==> src/lsu_pkg.sv <==
/* Load/store unit shared types */

package lsu_pkg;

   // **************************************************
   // Memory map defaults
   // **************************************************
   parameter logic [31:0] DCCM_BASE_DEFAULT      = 32'hF004_0000; // Start of local data memory
   parameter int          DCCM_ADDR_BITS_DEFAULT = 10;            // 1 KiB, 256 words

   // Access size
   typedef enum logic [1:0] {
      SZ_BYTE = 2'd0,
      SZ_HALF = 2'd1,
      SZ_WORD = 2'd2
   } lsu_size_e;

   // Request as issued by the core
   typedef struct packed {
      logic        store;   // 1 = store, 0 = load
      lsu_size_e   size;
      logic        uns;     // Zero-extend load data
      logic [31:0] base;    // rs1 operand
      logic [11:0] offset;  // Immediate, sign-extended later
      logic [31:0] wdata;   // Store data, low aligned
   } lsu_req_t;

   // Control that rides along with an operation through either path
   typedef struct packed {
      logic        store;
      lsu_size_e   size;
      logic        uns;
      logic [1:0]  byte_off; // Low address bits for load alignment
      logic        err;      // Misaligned, no memory access
   } lsu_op_t;

   typedef struct packed {
      lsu_op_t     op;
      logic [29:0] waddr;    // Word address
      logic [31:0] wdata;    // Store data already in its byte lanes
      logic [3:0]  be;       // Byte enables
   } lsu_path_req_t;

   typedef struct packed {
      lsu_op_t     op;
      logic [31:0] rdata;    // Raw word, not yet aligned
   } lsu_path_rsp_t;

   // External bus request
   typedef struct packed {
      logic [29:0] waddr;
      logic        write;
      logic [31:0] wdata;
      logic [3:0]  strb;
   } lsu_bus_req_t;

   typedef struct packed {
      logic [31:0] data;
      logic        err;
   } lsu_result_t;

endpackage

==> src/lsu_addr_ctl.sv <==
/* Address generation and in-order dispatch */

`timescale 1ns/100ps

module lsu_addr_ctl #(
   parameter logic [31:0] DCCM_BASE      = lsu_pkg::DCCM_BASE_DEFAULT,
   parameter int          DCCM_ADDR_BITS = lsu_pkg::DCCM_ADDR_BITS_DEFAULT
) (
   input  logic                  clk,
   input  logic                  reset,
   input  logic                  req_valid,
   output logic                  req_ready,
   input  lsu_pkg::lsu_req_t     req,
   output logic                  dccm_valid,
   input  logic                  dccm_ready,
   output lsu_pkg::lsu_path_req_t dccm_req,
   output logic                  bus_valid,
   input  logic                  bus_ready,
   output lsu_pkg::lsu_path_req_t bus_req,
   input  logic                  retire
);

   import lsu_pkg::*;

   logic [31:0]   ea;        // Effective byte address
   logic          in_dccm;
   logic          misalign;
   logic          to_bus;    // Steer to the external path
   logic [3:0]    be_base;   // Enables before lane shift
   logic          path_rdy;
   logic          issue_ok;
   logic          accept;
   logic          last_bus;  // Path of the previous issue
   logic [1:0]    cnt;       // Results outstanding
   lsu_path_req_t preq;

   // **************************************************
   // Address and region decode
   // **************************************************
   assign ea       = req.base + {{20{req.offset[11]}}, req.offset};
   assign in_dccm  = (ea[31:DCCM_ADDR_BITS] == DCCM_BASE[31:DCCM_ADDR_BITS]);
   assign misalign = ((req.size == SZ_HALF) && ea[0]) ||
                     ((req.size == SZ_WORD) && (ea[1:0] != 2'b00));
   assign to_bus   = ~in_dccm & ~misalign;     // Errors always finish on the DCCM path

   always_comb begin
      case (req.size)
         SZ_BYTE: be_base = 4'b0001;
         SZ_HALF: be_base = 4'b0011;
         default: be_base = 4'b1111;
      endcase
   end

   // Path packet, same content to both paths
   always_comb begin
      preq.op.store    = req.store;
      preq.op.size     = req.size;
      preq.op.uns      = req.uns;
      preq.op.byte_off = ea[1:0];
      preq.op.err      = misalign;
      preq.waddr       = ea[31:2];
      preq.wdata       = req.wdata << {ea[1:0], 3'b000};  // Move into byte lanes
      preq.be          = misalign ? 4'b0000 : (be_base << ea[1:0]);
   end

   assign dccm_req = preq;
   assign bus_req  = preq;

   // **************************************************
   // Ordering, switch paths only when drained
   // **************************************************
   // Closed while reset is high
   assign issue_ok   = ~reset && (cnt != 2'd3) && ((cnt == 2'd0) || (to_bus == last_bus));
   assign path_rdy   = to_bus ? bus_ready : dccm_ready;
   assign req_ready  = issue_ok & path_rdy;
   assign dccm_valid = req_valid & issue_ok & ~to_bus;
   assign bus_valid  = req_valid & issue_ok & to_bus;
   assign accept     = req_valid & req_ready;

   always_ff @(posedge clk) begin
      if (reset) begin
         last_bus <= 1'b0;
         cnt      <= 2'd0;
      end else begin
         if (accept) begin
            last_bus <= to_bus;
         end
         cnt <= cnt + {1'b0, accept} - {1'b0, retire};  // Never above 3
      end
   end

endmodule

==> config.mk <==
export PLATFORM = sky130hd
export DESIGN_NAME = lsu_addr_ctl
export DESIGN_NICKNAME = d
export VERILOG_FILES = /design/src/lsu_pkg.sv /design/src/lsu_addr_ctl.sv
export SDC_FILE = /design/constraint.sdc
export NUM_CORES = 1
export LEC_CHECK = 0
export ABC_AREA = 1
export ABC_CLOCK_PERIOD_IN_PS = 10300
export BUFFER_PORTS_ARGS = -buffer_cell sky130_fd_sc_hd__buf_2
export CAP_MARGIN = 20
export CORE_ASPECT_RATIO = 1.25
export CORE_UTILIZATION = 47
export DETAILED_ROUTE_END_ITERATION = 7
export GPL_TIMING_DRIVEN = 0
export PLACE_DENSITY = 0.86
export SLEW_MARGIN = 20
export SYNTH_ARGS = -nofsm -noshare
export SYNTH_HDL_FRONTEND = slang
export SYNTH_SLANG_ARGS = --single-unit
==> constraint.sdc <==
create_clock -name clk -period 10.3 [get_ports clk]
set_input_delay 2.575 -clock clk [delete_from_list [all_inputs] [get_ports clk]]
set_output_delay 2.575 -clock clk [all_outputs]
set_load 0.01 [all_outputs]
## After elaboration in Yosys (flattened, before gate mapping)

Cells that the tools add are included.

| operators by class | value |
|---|---|
| add/sub/neg operators | 3 |
| shift-type cells | 2 |
| reduce and logical (&&, ||, !) cells | 9 |
| eq/ne operators | 5 |
| $lt $le $gt $ge | 0 |
| multiply operators | 0 |
| multiplexer cells | 3 |
| div/mod/pow operators | 0 |
| bitwise operators | 10 |

Operators with widths:

| kind | number |
|---|---|
| 32-bit adder | 1 |
| 32-bit by 5-bit left shift with 32-bit output | 1 |
| 22-bit equality test, second input constant | 1 |
| 4-bit one-hot mux with 2 select lines | 1 |
| 1-bit bitwise AND | 6 |
| 1-bit logical AND | 4 |
| 2-bit logical NOT | 2 |
| 4-bit two-way mux | 1 |
| 1-bit NOT | 4 |
| 4-bit by 2-bit left shift with 4-bit output | 1 |
| 2-bit by 1-bit adder with 2-bit output | 1 |
| 2-bit by 1-bit equality test with 1-bit output, second input constant | 1 |
| 2-bit equality test, second input constant | 1 |
| 1-bit logical OR | 2 |
| 2-bit inequality test, second input constant | 1 |
| 2-bit nonzero test | 1 |
| 2-bit by 1-bit subtractor with 2-bit output | 1 |
| 1-bit equality test | 1 |
| 1-bit two-way mux | 1 |

| storage, ports and cells | value |
|---|---|
| latch bits | 0 |
| input port bits | 86 |
| RAM bits | 0 |
| flip-flop bits (word level) | 3 |
| memories | 0 |
| ROM bits | 0 |

## Longest topological paths before layout

| logic depth | value |
|---|---|
| word-level depth | 13 |
| depth in mapped cells | 24 |

## Worst setup path after synthesis

OpenSTA, ideal clock, no wires.

| timing path | value |
|---|---|
| kind | input-to-output |
| from | input req[32] in the netlist's numbering |
| to | output req_ready |
| arrival time | 4.646 ns |
| buffers on the path | 0 |
| setup slack | 3.079 ns |
| required time | 7.725 ns |
| stages | 18 |
| cells stage by stage | ha_1 > fa_1 > nand3_1 > nand3_2 > nand2_1 > nand2_1 > nand2_1 > nand2_2 > nand2_1 > nand2_1 > nor2_1 > nand3_1 > nor2_1 > nand3_2 > nand2_2 > nand2_1 > nand3_2 > and3_1 |

RTL lines:

| item | RTL line | text |
|---|---|---|
| start, declared | lsu_addr_ctl.sv:13 | `input lsu_pkg::lsu_req_t req,` |
| end, declared | lsu_addr_ctl.sv:12 | `output logic req_ready,` |

## Final worst setup path

| timing path | value |
|---|---|
| from | input req[43] in the netlist's numbering |
| to | output req_ready |

| on the way | value |
|---|---|
| longest elaborated chain between the ends | 8 |
| elaborated cells on any way between the ends | 9 |

RTL lines:

| item | RTL line | text |
|---|---|---|
| 32-bit adder * | lsu_addr_ctl.sv:40 | `assign ea = req.base + {{20{req.offset[11]}}, req.offset};` |
| 22-bit equality test * | lsu_addr_ctl.sv:41 | `assign in_dccm = (ea[31:DCCM_ADDR_BITS] == DCCM_BASE[31:DCCM_ADDR_BITS]);` |
| 1-bit NOT * | lsu_addr_ctl.sv:44 | `assign to_bus = ~in_dccm & ~misalign;` |
| 1-bit bitwise AND * | lsu_addr_ctl.sv:44 |  |
| 1-bit equality test | lsu_addr_ctl.sv:73 | `assign issue_ok = ~reset && (cnt != 2'd3) && ((cnt == 2'd0) \|\| (to_bus == last_bus));` |
| 1-bit logical OR | lsu_addr_ctl.sv:73 |  |
| 1-bit logical AND | lsu_addr_ctl.sv:73 |  |
| 1-bit bitwise AND * | lsu_addr_ctl.sv:75 | `assign req_ready = issue_ok & path_rdy;` |

Every way passes the cells marked *; elsewhere a longest branch is shown, timed or not.

==> key figures <==
Pwr
  – P_sw: approximately 0.00026 W
  – Comb pwr share: roughly 90%
  – Peak VDD IR: approximately 83 µV
  – Power, Total: 0.000498 W
  – PwrDens: roughly 95 nW/µm²
  – Clock power share: 7.1%
  – Lkg Pwr: ~3.5 nW
  – Switching Share: between 50 and 60%
  – Sequential share of power: under 10%
  – Total internal power: 0.000235 W

Clock network
  – Post CTS Setup Buffer Count: 0
  – Clock Tree Root: clkbuf_8
  – Maximum clock path buffer count: 2
  – Clock sinks: 3
  – TritonCTS buffer count: 3
  – Htree depth: 1
  – Reg clk slew, reported paths: 0.03 ns
  – Hold_buf cts: 0
  – Post-CTS sizing: 0
  – Clock tree from TritonCTS: done
  – Worst-skew pair later-pin latency: roughly 0.22 ns

STA
  – RSZ-0062 raised after global routing: false
  – Slew HR: about two thirds
  – Clock Skew: approximately 0.00077 ns
  – Final setup viols: 0
  – Slew Limit Fails: 0
  – Final period utilization: between 70% and 80%
  – Worst-margin pin slew: a little under 0.5 ns
  – Fin Setup TNS: 0 ns
  – WHS: between 0.5 and 0.6 ns
  – Fin crit period: 7.92 ns
  – Final Hold Viols: 0
  – Fmax: 126 MHz

Global routing
  – Grt ovf: 0
  – Vias in the first global route: about 4,800
  – GRT met2 Usage: a little over half
  – First-pass GRT wire length: 21,700 µm
  – Met1 usage: a little over a third
  – M3 GR Usage: 6.03%
  – Busiest layer in global routing: met2
  – GRT Util Overall: a little under a third
  – Antenna violations before repair: 4
  – Largest net degree at the start of global routing: 22

Logic synthesis
  – Cell accounting for the most synthesized area: nand2_1
  – Top FF cell, synth: dfxtp_1
  – Post-synth EDFFs: 0
  – Post-Synth Simple-Gate Area: 44.4%
  – Post-Synth Adder-Cell Area: about 11%
  – Netlist cell types: 34
  – Netlist area before placement: roughly 4000 µm²
  – XOR/XNOR share of the synthesized area: 2.24%
  – Synth Area in Compound Gates: between 10% and 20%
  – Warnings, synthesis: 0
  – Avg Inst Size Synth: between 5 and 6 µm²
  – Post-synth ARST share: 0%
  – Synth area leaders: nand2_1 (24%), buf_4 (15%), inv_1 (14%)
  – Largest family of logic cells by synthesized area: simple AND/OR/NAND/NOR gates
  – Post-synthesis sequential element count: 3
  – Syn_nets: between 800 and 900
  – Share of the synthesized area in the top cell type: approximately 24%
  – Mux share of post-synthesis cell area: 0%
  – Post-synthesis sequential area ratio: 1.53%
  – Synth Instances: approximately 760

Routing
  – ANT nets after route: 0
  – Drt total wl: about 14,000 µm
  – Vias per inst: around 4.8
  – Initial DRT Pass Iterations: 5
  – Initial drt markers: 275
  – Vias: approximately 5,300
  – # DRC: 0
  – Routed len/inst: roughly 12 µm

Worst hold path
  – Worst hold path depth: 2
  – Min-delay worst type: reg2reg
  – Worst Hold Path EP: last_bus$_SDFFE_PP0P_
  – Hold Crit Start: last_bus$_SDFFE_PP0P_

Placed design
  – Post-DP Area: slightly above 5000 µm²
  – I/O Buffers: around 230
  – RePlAce Congestion: a little under 1
  – HPWL after DPL: around 12,000 µm

Finish
  – Syn-to-layout area delta: 34.0%
  – Final nets: approximately 1,100
  – Post-route cell area: 5250 µm²
  – Share of cells above drive strength 1: 34.6%

Critical path
  – Kind of start point of the critical path: input port
  – Critical path fanouts, max: 21
  – Worst EP arrival: between 5 and 6 ns
  – Reg-to-Reg Start: cnt[1]$_SDFF_PP0_
  – Cell count of the worst reg-to-reg path: 8
  – Reg2reg end: cnt[1]$_SDFF_PP0_
  – WS Path Type: in2out
  – R2r setup slk: 8.89 ns
  – Worst EP required: approximately 7.7 ns
  – Nature of the critical path endpoint: output port

Floorplan
  – Area of the core: 7930 µm²
  – Die area: approximately 8700 µm²
  – Die Y-Extent: 104 µm
  – Starting Density: between 40% and 50%
  – Die Width: ~84 µm
  – Top Ports: 235
  – Site Rows: 36

Run
  – Max cap viols: 0

Run status
  – Status: completed
==> final cells by class <==
class	instances	area, µm²
multi-input cells	524	2690
inverters	146	548
fillers	838	2680
plain buffers	86	616
diodes	3	7.51
well taps	95	119
flip-flops and latches	3	60.1
clock buffers	4	45.0
repair buffers	232	1160
==> how the worst max path moves through the flow <==
stage / slack (ns) / endpoint / start / cells past startpoint
finish: 2.38 / req_ready / req[43] / 19
global route: 2.15 / req_ready / req[43] / 19
CTS: 2.41 / req_ready / req[43] / 19
detailed placement: 2.43 / req_ready / req[43] / 19
global placement: 2.45 / req_ready / req[43] / 19
floorplan: 3.08 / req_ready / req[32] / 18
==> placed cells by master, fill, tap and decap left out, types with 4 or more instances in the layout <==
cell        n
nand3_1    27
a21oi_1    29
nand2_2     9
nand3_2     9
and2_1      4
xor2_1      8
o22ai_1     7
ha_1       33
a22oi_1     8
nand2_1   253
nand4_1    10
nor2_1     73
inv_1     145
buf_4      78
clkbuf_1    9
nand3b_1    7
nor2_2      5
o21ai_0    22
buf_2     232
==> state kept, by name, summed over array words and instances (netlist names) <==
register  cells
last_bus      1
cnt           2
==> per-stage QoR <==
stage | setup slack, ns | cells | util (%)
2_1_floorplan | 3.08 | 759 | -
3_3_place_gp | 2.45 | 1086 | 65.5
3_5_place_dp | 2.43 | 1086 | 65.5
4_1_cts | 2.41 | 1090 | 66.1
5_1_grt | 2.15 | 1090 | 66.1
6_report | 2.38 | 1093 | 66.2
==> cell families after synthesis <==
logic type      Yosys count
xor+xnor                 10
flops                     3
compound gates           75
fa+ha+maj                34
buf+inv                 232
simple gates            405
==> routing by layer <==
metal  vias to the layer above  routed length, µm  part of all wire [%]
li1                       2737                  -                     -
met1                      2259               5610                    41
met2                       238               6280                    46
met3                        40               1120                   8.3
met4                         4                527                   3.9
met5                         -                 26                  0.19
==> power by group through the flow <==
| stage | sequential (W) | combinational (W) | clock [W] |
|---|---|---|---|
| 2_1_floorplan | 0.0000147 | 0.000290 | 0 |
| 3_3_place_gp | 0.0000150 | 0.000440 | 0 |
| 3_5_place_dp | 0.0000151 | 0.000445 | 0 |
| 4_1_cts | 0.0000150 | 0.000447 | 0.0000362 |
| 5_1_grt | 0.0000152 | 0.000492 | 0.0000371 |
| 6_report | 0.0000150 | 0.000448 | 0.0000355 |
==> Yosys cell counts (2+ instances only) <==
library cell and instances:
nand3b_1 7, buf_4 78, nor3_1 2, nand4_1 10
dfxtp_1 3, xor2_1 8, ha_1 33, xnor2_1 2
o21bai_1 2, nor3_2 2, o22ai_1 7, nand3_1 27
nand3_2 9, a21oi_2 3, a21oi_1 29, clkbuf_1 8
and2_1 4, inv_1 145, nand2_2 9, a22oi_1 8
o21ai_0 22, nor2_2 5, nand2_1 253, nor2_1 73
==> worst max-delay path: stages <==
cell and delay, ns:
buf_2 0.36, ha_1 0.38, nand2_1 0.15, inv_2 0.05
nand2_1 0.13, inv_1 0.07, a21oi_2 0.17, nand2_2 0.11
nand2_1 0.07, nand2_1 0.08, nor2_1 0.25, nand3_1 0.11
nor2_1 0.13, nand3_2 0.13, nand2_2 0.12, nand2_1 0.07
nand3_2 0.09, and3_1 0.16, buf_2 0.15
(Power assumes the default switching activity.)
