### config.mk
export PLATFORM = sky130hd
export DESIGN_NAME = lsu_result_merge
export DESIGN_NICKNAME = d
export VERILOG_FILES = /design/src/lsu_pkg.sv /design/src/lsu_result_merge.sv
export SDC_FILE = /design/constraint.sdc
export NUM_CORES = 1
export LEC_CHECK = 0
export BUFFER_PORTS_ARGS = -buffer_cell sky130_fd_sc_hd__clkbuf_2
export CORE_UTILIZATION = 43
export DETAILED_ROUTE_END_ITERATION = 12
export PLACE_DENSITY = 0.91
export SLEW_MARGIN = 20
export SYNTH_ARGS = -nofsm -noshare
export SYNTH_HDL_FRONTEND = slang
export SYNTH_SLANG_ARGS = --single-unit
### constraint.sdc
create_clock -name vclk -period 3.2
set_input_delay 0.32 -clock vclk [all_inputs]
set_output_delay 0.32 -clock vclk [all_outputs]
set_load 0.005 [all_outputs]
### src/lsu_pkg.sv
/* Load/store unit shared types */

package lsu_pkg;

   // **************************************************
   // Memory map defaults
   // **************************************************
   parameter logic [31:0] DCCM_BASE_DEFAULT      = 32'hF004_0000; // Start of local data memory
   parameter int          DCCM_ADDR_BITS_DEFAULT = 10;            // 1 KiB, 256 words

   // Access size
   typedef enum logic [1:0] {
      SZ_BYTE = 2'd0,
      SZ_HALF = 2'd1,
      SZ_WORD = 2'd2
   } lsu_size_e;

   // Request as issued by the core
   typedef struct packed {
      logic        store;   // 1 = store, 0 = load
      lsu_size_e   size;
      logic        uns;     // Zero-extend load data
      logic [31:0] base;    // rs1 operand
      logic [11:0] offset;  // Immediate, sign-extended later
      logic [31:0] wdata;   // Store data, low aligned
   } lsu_req_t;

   // Control that rides along with an operation through either path
   typedef struct packed {
      logic        store;
      lsu_size_e   size;
      logic        uns;
      logic [1:0]  byte_off; // Low address bits for load alignment
      logic        err;      // Misaligned, no memory access
   } lsu_op_t;

   typedef struct packed {
      lsu_op_t     op;
      logic [29:0] waddr;    // Word address
      logic [31:0] wdata;    // Store data already in its byte lanes
      logic [3:0]  be;       // Byte enables
   } lsu_path_req_t;

   typedef struct packed {
      lsu_op_t     op;
      logic [31:0] rdata;    // Raw word, not yet aligned
   } lsu_path_rsp_t;

   // External bus request
   typedef struct packed {
      logic [29:0] waddr;
      logic        write;
      logic [31:0] wdata;
      logic [3:0]  strb;
   } lsu_bus_req_t;

   typedef struct packed {
      logic [31:0] data;
      logic        err;
   } lsu_result_t;

endpackage

### src/lsu_result_merge.sv
/* Result select and load formatting */

`timescale 1ns/100ps

module lsu_result_merge (
   input  logic                   dccm_valid,
   output logic                   dccm_ready,
   input  lsu_pkg::lsu_path_rsp_t dccm_rsp,
   input  logic                   bus_valid,
   output logic                   bus_ready,
   input  lsu_pkg::lsu_path_rsp_t bus_rsp,
   output logic                   res_valid,
   input  logic                   res_ready,
   output lsu_pkg::lsu_result_t   res,
   output logic                   retire
);

   import lsu_pkg::*;

   lsu_path_rsp_t sel;      // Response of the active path
   logic [31:0]   lane;     // Addressed bytes moved to bit 0
   logic [31:0]   ld_data;
   logic          no_data;  // Store or error

   // At most one path holds a result, dispatch guarantees it
   assign sel        = bus_valid ? bus_rsp : dccm_rsp;
   assign res_valid  = dccm_valid | bus_valid;
   assign dccm_ready = res_ready & ~bus_valid;
   assign bus_ready  = res_ready & bus_valid;
   assign retire     = res_valid & res_ready;   // One pulse per result taken

   // **************************************************
   // Load alignment and extension
   // **************************************************
   assign lane = sel.rdata >> {sel.op.byte_off, 3'b000};

   always_comb begin
      case (sel.op.size)
         SZ_BYTE: begin
            ld_data = sel.op.uns ? {24'b0, lane[7:0]} : {{24{lane[7]}}, lane[7:0]};
         end
         SZ_HALF: begin
            ld_data = sel.op.uns ? {16'b0, lane[15:0]} : {{16{lane[15]}}, lane[15:0]};
         end
         default: begin
            ld_data = lane;                    // Word, offset is zero
         end
      endcase
   end

   assign no_data = sel.op.store | sel.op.err;

   always_comb begin
      res.data = no_data ? 32'b0 : ld_data;
      res.err  = sel.op.err;
   end

endmodule

* After elaboration in Yosys (flattened, before gate mapping) *
Cells that the tools add are included.

storage, ports and cells
  word-level logic and storage cells = 14
  flip-flop bits (word level) = 0
  input port bits = 81
  output and inout bits = 37

operators by class
  equal/unequal tests = 1
  mux-type cells = 5
  shift operators = 1
  reductions and logical operators = 1
  bitwise gates (word level) = 6

operators by type and width
  cell                                                 number
  two-way mux 32 bit                                   3
  case mux 32 bit (2 select lines)                     1
  two-way mux 39 bit                                   1
  right shift 32 x 5 -> 32 bit                         1
  AND 1 bit                                            3
  equality test 2 x 1 -> 1 bit, second input constant  1
  logical NOT 2 bit                                    1
  OR 1 bit                                             2
  inverter 1 bit                                       1

* Longest topological paths before layout *
Gate-level depths: netlist (run 1).

  word-level depth = 5
  gate-level depth with buffers = 9
  depth with buffers taken out = 5

* Worst setup path before layout (run 1) *
OpenSTA, ideal clock, no wires.

  kind = input port to output port
  start = in bus_valid
  end = out res[22] in the netlist's numbering
  required time = 2.880 ns
  arrival time = 1.937 ns
  slack = 0.943 ns
  buffers on the path = 3
  stages on the path = 8
  path through = buf_6 -> mux2i_4 -> mux2_4 -> o22a_1 -> buf_6 -> a211o_4 -> buf_6 -> o21ai_0

RTL lines
  what                line                    text
  start: declaration  lsu_result_merge.sv:9   input logic bus_valid,
  end: declaration    lsu_result_merge.sv:14  output lsu_pkg::lsu_result_t res,

==> impl_metrics.json, run 1 <==
{
  "post_cts_resized": 0,
  "drt_first_iter_violations": 60,
  "wp_buf_inv": 2,
  "gr-total-overflow": 0,
  "route.final.wire_length_um": 4528,
  "power.share.switching_pct": 50.72,
  "cts_hold_buf": 0,
  "layout.sequential_cells": 0,
  "internal_power_mw": 0.1328,
  "cts_post_setup_buffers_inserted": 0,
  "max_slew_violation_total_from_the_final_report": 0,
  "synth_simple_gate_area_share_pct": 23.32,
  "dp_hpwl_um": 3614,
  "maxCapViolations": 0,
  "crit_path_max_fanout": 19,
  "critical-path-top-cell-by-count": "clkbuf_2",
  "ir_worst_vdd_uv": 119.8,
  "antenna_cells_inserted": 0,
  "ys_top_cells_by_count": "o21ai_0 (34), nand2_1 (24), mux2i_1 (21), nor2_1 (21), mux2_2 (19)",
  "switching_power_mw": 0.1367,
  "critPathTopFamily": "compound AO/OA/AOI/OAI gates",
  "period_needed_ns": 2.747,
  "num_rows": 19,
  "clkbuf_count": 0,
  "area.sequential_um2": 0,
  "pin_count": 118,
  "startpoint_type": "primary input",
  "worst-endpoint-required_ns": 2.88,
  "synth_seq_area_share_pct": 0,
  "p_per_area_nw_per_um2": 144.1,
  "end_kind": "primary output",
  "highest_attainable_clock_frequency_ghz": 0.3640,
  "antenna_violations_before_repair": 0,
  "final_routed_wire_length_divided_by_cell_count_um": 13.52,
  "max_slew.worst_pin.slew_ns": 0.5100,
  "yosys.area.top_type": "mux2_2",
  "mapped_nets": 276,
  "synthesis.area_per_instance_um2": 6.577,
  "drt.antenna.violating_nets": 0,
  "grt_pass1_wl_um": 7182,
  "horiz_die_dim_um": 56.61,
  "area_delta_synth_final_pct": 45.76,
  "synth_cell_type_count": 24,
  "synthXorXnorAreaFrac_pct": 0,
  "nets": 387,
  "critical-path-slowest-cell": "a211o_4",
  "floorplan.core_area_um2": 2781,
  "synthCells": 195,
  "cpPeakStageDelay_ns": 0.47,
  "first_global_vias": 1749,
  "total_die_area_um2": 3205,
  "post-place-cells": 335,
  "via_per_inst": 5.594,
  "power.sequential.fraction_pct": 0,
  "synth_compound_area_share_pct": 31.22,
  "initial_core_util_pct": 46.11,
  "timing.critical_path.cells": "clkbuf_2, mux2i_4, mux2_4, o22a_1, a211o_4, o21ai_0, clkbuf_2",
  "yosysWarnings": 0,
  "firstDrtPassIters": 4,
  "finish.cell_count_without_fillers": 335,
  "synth_top_family_by_area": "multiplexers",
  "synthMuxAreaShare_pct": 36.00,
  "power_leakage_nw": 1.008,
  "clock_power_share_pct": 0,
  "post-synth-top-count-cell": "o21ai_0",
  "via_count": 1874,
  "gp_congestion": 0.8493,
  "filler_cells_inserted": 260,
  "setup_viol": 0,
  "total_standard_cell_area_after_synthesis_um2": 1282,
  "drive_above_1_share_pct": 49.01,
  "run_status": "finished, final reports clean",
  "timing.hold.worst.class": "primary input to primary output",
  "cell_types_with_the_largest_area_share_after_synthesis": "mux2_2 (17%), mux2i_1 (16%), o21ai_0 (13%), nand2_1 (7.0%), nor2_1 (6.1%)",
  "timing_worst_setup_path_type": "primary input to primary output",
  "grt_max_degree": 32,
  "slew_headroom_pct": 65.88,
  "grt_setup_unrepaired": "false",
  "combPwrFrac_pct": 100.0,
  "worstPathArrival_ns": 2.43,
  "finalHoldViolCount": 0,
  "grt_usage_pct": 26.97,
  "detail_route.drc_violations": 0,
  "setup-tns-final_ns": 0,
  "netlist.area_leader.share_pct": 16.68,
  "synth_fa_ha_area_share_pct": 0,
  "buffer_ports.inserted": 118,
  "period_share_pct": 85.85,
  "die_height_um": 56.61
}
placed cells by master, fill, tap and decap left out:
master / Yosys / routed
nor2b_1: 8 / 8
inv_1: 8 / 8
mux2_4: 1 / 1
nor3b_2: 1 / 1
nand2_1: 24 / 24
mux2_2: 19 / 19
or2_2: 1 / 1
and2_1: 2 / 2
nand2b_1: 3 / 3
o32ai_1: 9 / 9
nand3_1: 1 / 1
mux2i_1: 21 / 20
mux2i_4: 1 / 1
nor3_1: 2 / 2
o211ai_1: 10 / 10
a211o_4: 1 / 1
o21ai_0: 34 / 34
mux2i_2: 0 / 1
buf_4: 0 / 6
o22a_1: 1 / 1
a21oi_1: 10 / 10
nor2_1: 21 / 21
nand3b_1: 2 / 2
clkbuf_2: 0 / 118
path summary, 6_finish.rpt:
kind	startpoint	slack, ns	cells past startpoint	to
setup / recovery	bus_valid	0.45	7	res[21]
hold / removal	dccm_valid	0.90	3	res_valid
per-layer routing:
layer	track usage, %	share of wire, %	wire length, µm	vias up
li1	-	-	-	932
met1	29.76	38	1715	844
met2	52.61	52	2351	92
met3	3.226	8.9	403	6
met4	8.014	1.3	57	0
met5	0	0	0	-
area by class of cell:
cell class,count,area (µm²),share of cell area [%]
Inverter,8,30.03,1.606
Multi-Input combinational cell,172,1165,62.32
Timing Repair Buffer,124,635.6,34.00
Tap cell,31,38.79,2.075
per-stage QoR:
step	cell area, µm²	setup WS [ns]	util, %	hold slack, ns	power (mW)
after global placement	1869	0.5447	67.21	0.9013	0.2602
after floorplan	1282	0.9432	-	0.7313	0.1640
final	1869	0.4526	67.21	0.9046	0.2694
after global routing	1869	0.3554	67.21	0.9385	0.2970
after detailed placement	1869	0.4673	67.21	0.9052	0.2668
after CTS	1869	0.4656	67.21	0.9061	0.2683
power groups by stage:
stage	Sequential, mW	Combinational (mW)	Clock (mW)
after floorplan	0	0.164	0
final	0	0.269	0
after CTS	0	0.268	0
after detailed placement	0	0.267	0
after global routing	0	0.297	0
after global placement	0	0.260	0
cell families after synthesis:
group                  count (synthesis)
AND/OR/NAND/NOR                       65
buffers and inverters                 23
multiplexers                          42
AO/OA/AOI/OAI                         65
(Power assumes the default switching activity.)
==> run 2, diff against run 1 <==
CAP_MARGIN = 20   (was default)
CORE_ASPECT_RATIO = 1.2   (was default)
==> run 2 against run 1 <==
Against the previous run:
- clock-buffer cell count is the same
- final area is essentially flat
- total power shrank 1.2%
- routed wire length shrank 4.2%
- worst hold slack gained 0.011 ns
- critical path type unchanged
- highest routed layer is now met3
==> impl_metrics.json, run 2 (synthesized netlist as in run 1, its figures left out) <==
{
  "end_kind": "primary output",
  "via_per_inst": 5.476,
  "max_slew.worst_pin.slew_ns": 0.8000,
  "finalHoldViolCount": 0,
  "drt.antenna.violating_nets": 0,
  "max_slew_violation_total_from_the_final_report": 0,
  "area.sequential_um2": 0,
  "grt_setup_unrepaired": "false",
  "timing_worst_setup_path_type": "primary input to primary output",
  "filler_cells_inserted": 270,
  "leading_cell_type_in_the_layout_fill_and_taps_excluded": "clkbuf_2",
  "via_count": 1840,
  "setup-tns-final_ns": 0,
  "layout.sequential_cells": 0,
  "gr-total-overflow": 0,
  "slew_headroom_pct": 46.66,
  "share_of_the_core_filled_with_cells_in_the_final_layout_pct": 66.53,
  "crit_path_max_fanout": 52,
  "antenna_cells_inserted": 0,
  "initial_core_util_pct": 45.62,
  "grt_pass1_wl_um": 6637,
  "drive_above_1_share_pct": 48.68,
  "clkbuf_count": 0,
  "floorplan.core_area_um2": 2811,
  "leading_cell_types_in_the_layout_fill_and_taps_excluded": "clkbuf_2 (118), o21ai_0 (34), nand2_1 (24), nor2_1 (21), mux2i_1 (20)",
  "drt_first_iter_violations": 59,
  "highest_attainable_clock_frequency_ghz": 0.3789,
  "total_die_area_um2": 3206,
  "period_share_pct": 82.47,
  "detail_route.drc_violations": 0,
  "first_global_vias": 1619,
  "place_worst_setup_slack_ns": 0.5840,
  "nets": 385,
  "maxCapViolations": 0,
  "worstPathArrival_ns": 2.32,
  "grt_max_degree": 53,
  "buffer_ports.inserted": 118,
  "setup_viol": 0,
  "timing.hold.worst.class": "primary input to primary output",
  "run_status": "finished, final reports clean",
  "ir_worst_vdd_uv": 103.9,
  "num_rows": 21,
  "dp_hpwl_um": 3484,
  "setup_slack_ns": 0.5610,
  "cts_hold_buf": 0,
  "cell_depth_of_the_worst_hold_path": 3,
  "period_needed_ns": 2.639,
  "gp_congestion": 0.8207,
  "grt_usage_pct": 26.09,
  "die_height_um": 61.83,
  "p_per_area_nw_per_um2": 142.3,
  "area_delta_synth_final_pct": 45.85,
  "worst-endpoint-required_ns": 2.88,
  "horiz_die_dim_um": 51.86,
  "final_routed_wire_length_divided_by_cell_count_um": 12.91,
  "startpoint_type": "primary input",
  "cts_post_setup_buffers_inserted": 0,
  "pin_count": 118,
  "antenna_violations_before_repair": 0,
  "post_cts_resized": 0,
  "power_leakage_nw": 1.003,
  "firstDrtPassIters": 4,
  "route.final.wire_length_um": 4338
}
-- run 2: cell types whose count changed in the layout (fill, tap and decap cells not counted), sizes merged --
cell	previous run	this run
buf	6	4
-- run 2: critical path, cell delays in order --
cell and delay (ns):
clkbuf_2 0.15, buf_12 0.28, mux2_2 0.37, o211ai_1 0.13, o22a_1 0.33, a211o_4 0.46, o21ai_0 0.12, clkbuf_2 0.15
-- run 2: worst paths after layout --
| path | from | end | slack [ns] |
|---|---|---|---|
| setup / recovery | bus_valid | res[18] | 0.56 |
| hold / removal | dccm_valid | res_valid | 0.92 |
-- run 2: per-stage QoR --
stage                     area, µm²  total power, mW  hold slack, ns  cells
final                          1871           0.2662          0.9159    336
after floorplan                1282           0.1640          0.7313    195
after global placement         1871           0.2594          0.9046    336
after CTS                      1871           0.2654          0.9203    336
after detailed placement       1871           0.2643          0.9188    336
after global routing           1871           0.2936          0.9550    336
-- run 2: layout make-up --
type | instances | area (µm²) | area share (%)
inverter | 8 | 30.03 | 1.605
multi-input combinational | 172 | 1165 | 62.27
tap | 34 | 42.54 | 2.274
timing repair buffer | 122 | 633.1 | 33.85
-- run 2: power by group --
| group | switching, mW | internal [mW] | leakage, nW | total [mW] |
|---|---|---|---|---|
| clock network | 0 | 0 | 0 | 0 |
| logic | 0.134 | 0.132 | 1.00 | 0.266 |
| registers | 0 | 0 | 0 | 0 |
-- run 2: metal layers --
metal	vias to the layer above	GRT usage, %	part of all wire, %
met5	-	0	0
met4	0	1.544	0
met3	0	1.946	7.3
met2	98	55.49	54
met1	820	28.67	39
li1	922	-	-
==> run 3, diff against run 2 <==
CORE_UTILIZATION = 36   (was 43)
PLACE_DENSITY = 0.81   (was 0.91)
clock period = 2.12 ns   (was 3.2 ns; I/O delays follow)
==> run 3 against run 2 <==
Against the previous run:
- combinational power increased by 61%
- worst hold slack got worse by 0.21 ns
- clock-buffer cell count unchanged
- largest power group unchanged
- critical path type unchanged
- non-clock buffer count increased by 9
- core utilization decreased by 7.7 points
- sequential share of layout area unchanged
- critical path depth unchanged
==> impl_metrics.json, run 3 (synthesized netlist as in run 1, its figures left out) <==
{
  "setup_viol": 0,
  "die_height_um": 67.38,
  "period_share_pct": 97.87,
  "share_of_the_core_filled_with_cells_in_the_final_layout_pct": 58.83,
  "globalRoute.busiestLayer": "met2",
  "worstPathArrival_ns": 1.86,
  "area.sequential_um2": 0,
  "holdPathEnd": "res_valid",
  "grt_usage_pct": 23.13,
  "holdCritStartpoint": "dccm_valid",
  "setup_slack_ns": 0.04516,
  "num_rows": 23,
  "floorplan.core_area_um2": 3367,
  "clkbuf_count": 0,
  "grt.met2_usage_pct": 48.68,
  "firstDrtPassIters": 4,
  "total_die_area_um2": 3806,
  "grt_setup_unrepaired": "true",
  "ir_worst_vdd_uv": 151.7,
  "finish.cell_count_without_fillers": 349,
  "first_global_vias": 1682,
  "pin_count": 118,
  "run_status": "finished, final reports clean",
  "post-place-cells": 347,
  "dp_hpwl_um": 3668,
  "maxCapViolations": 0,
  "leading_cell_type_in_the_layout_fill_and_taps_excluded": "clkbuf_2",
  "buffer_ports.inserted": 118,
  "via_per_inst": 5.364,
  "final_routed_wire_length_divided_by_cell_count_um": 13.42,
  "timing.hold.worst.class": "primary input to primary output",
  "drt_first_iter_violations": 66,
  "highest_attainable_clock_frequency_ghz": 0.4820,
  "gr-total-overflow": 0,
  "filler_cells_inserted": 345,
  "layout.sequential_cells": 0,
  "gp_congestion": 0.8168,
  "via_count": 1872,
  "fin_area_um2": 1981,
  "globalRouteMet3Util_pct": 1.341,
  "max_slew_violation_total_from_the_final_report": 0,
  "multiInputGateArea_um2": 1197,
  "place_worst_setup_slack_ns": 0.01061,
  "grt_pass1_wl_um": 7334,
  "dpl-instance-area_um2": 1934,
  "max_slew.worst_pin.slew_ns": 0.6563,
  "area_delta_synth_final_pct": 54.44,
  "finalHoldViolCount": 0,
  "antenna_cells_inserted": 0,
  "globalRouteMet1Util_pct": 26.42,
  "leading_cell_types_in_the_layout_fill_and_taps_excluded": "clkbuf_2 (113), o21ai_0 (29), nand2_1 (24), nor2_1 (21), mux2i_1 (20)",
  "crit_path_max_fanout": 8,
  "power_leakage_nw": 1.062,
  "startpoint_type": "primary input",
  "slew_headroom_pct": 56.08,
  "nets": 395,
  "drive_above_1_share_pct": 51.92,
  "drt.antenna.violating_nets": 0,
  "period_needed_ns": 2.075,
  "end_kind": "primary output",
  "detail_route.drc_violations": 0,
  "timing_worst_setup_path_type": "primary input to primary output",
  "grt_max_degree": 32,
  "worst-endpoint-required_ns": 1.91,
  "route.final.wire_length_um": 4685,
  "cts_hold_buf": 0,
  "initial_core_util_pct": 38.09,
  "horiz_die_dim_um": 56.49,
  "cell_depth_of_the_worst_hold_path": 3,
  "antenna_violations_before_repair": 0,
  "p_total_mw": 0.4286,
  "p_per_area_nw_per_um2": 216.4
}
-- run 3: cell types whose count changed in the layout (fill, tap and decap cells not counted), sizes merged --
cell	change
buf	+13
clkbuf	-4
a211o	+1
-- run 3: final cells by class --
cell class         count  share of cell area [%]
multi-input cells    173                   60.45
repair buffers       131                   35.69
well taps             37                   2.337
inverters              8                   1.516
-- run 3: worst max-delay path by stage --
| stage | from | end | slack (ns) | cells past startpoint |
|---|---|---|---|---|
| 3_3_place_gp | bus_valid | res[26] | 0.03 | 8 |
| 6_report | bus_valid | res[26] | 0.05 | 8 |
| 4_1_cts | bus_valid | res[27] | 0.005 | 8 |
| 2_1_floorplan | bus_valid | res[22] | 0.08 | 8 |
| 5_1_grt | bus_valid | res[25] | -0.02 | 7 |
| 3_5_place_dp | bus_valid | res[27] | 0.01 | 8 |
-- run 3: critical path: stages --
cell      delay [ns]
clkbuf_4        0.15
buf_4           0.17
mux2i_1         0.15
mux2_4          0.30
o22a_1          0.21
a211o_2         0.41
o21ai_0         0.12
clkbuf_2        0.15
-- run 3: through the flow --
step           hold WS (ns)  TNS (ns)
3_3_place_gp         0.6864         0
3_5_place_dp         0.7083         0
5_1_grt              0.7193  -0.07701
6_report             0.7057         0
4_1_cts              0.7083         0
2_1_floorplan        0.5153         0
-- run 3: what timing repair did --
item	CTS	global route
endpoints found under the setup margin	0	18
resized for setup	0	18
setup buffers	0	1
-- run 3: metal layers --
metal | vias up | share of wire (%)
met1 | 826 | 41
met5 | - | 0
met3 | 6 | 6.8
li1 | 948 | -
met4 | 0 | 0.68
met2 | 92 | 52
-- run 3: power breakdown --
group	internal [mW]	switching (mW)
clock network	0	0
logic	0.216	0.212
registers	0	0
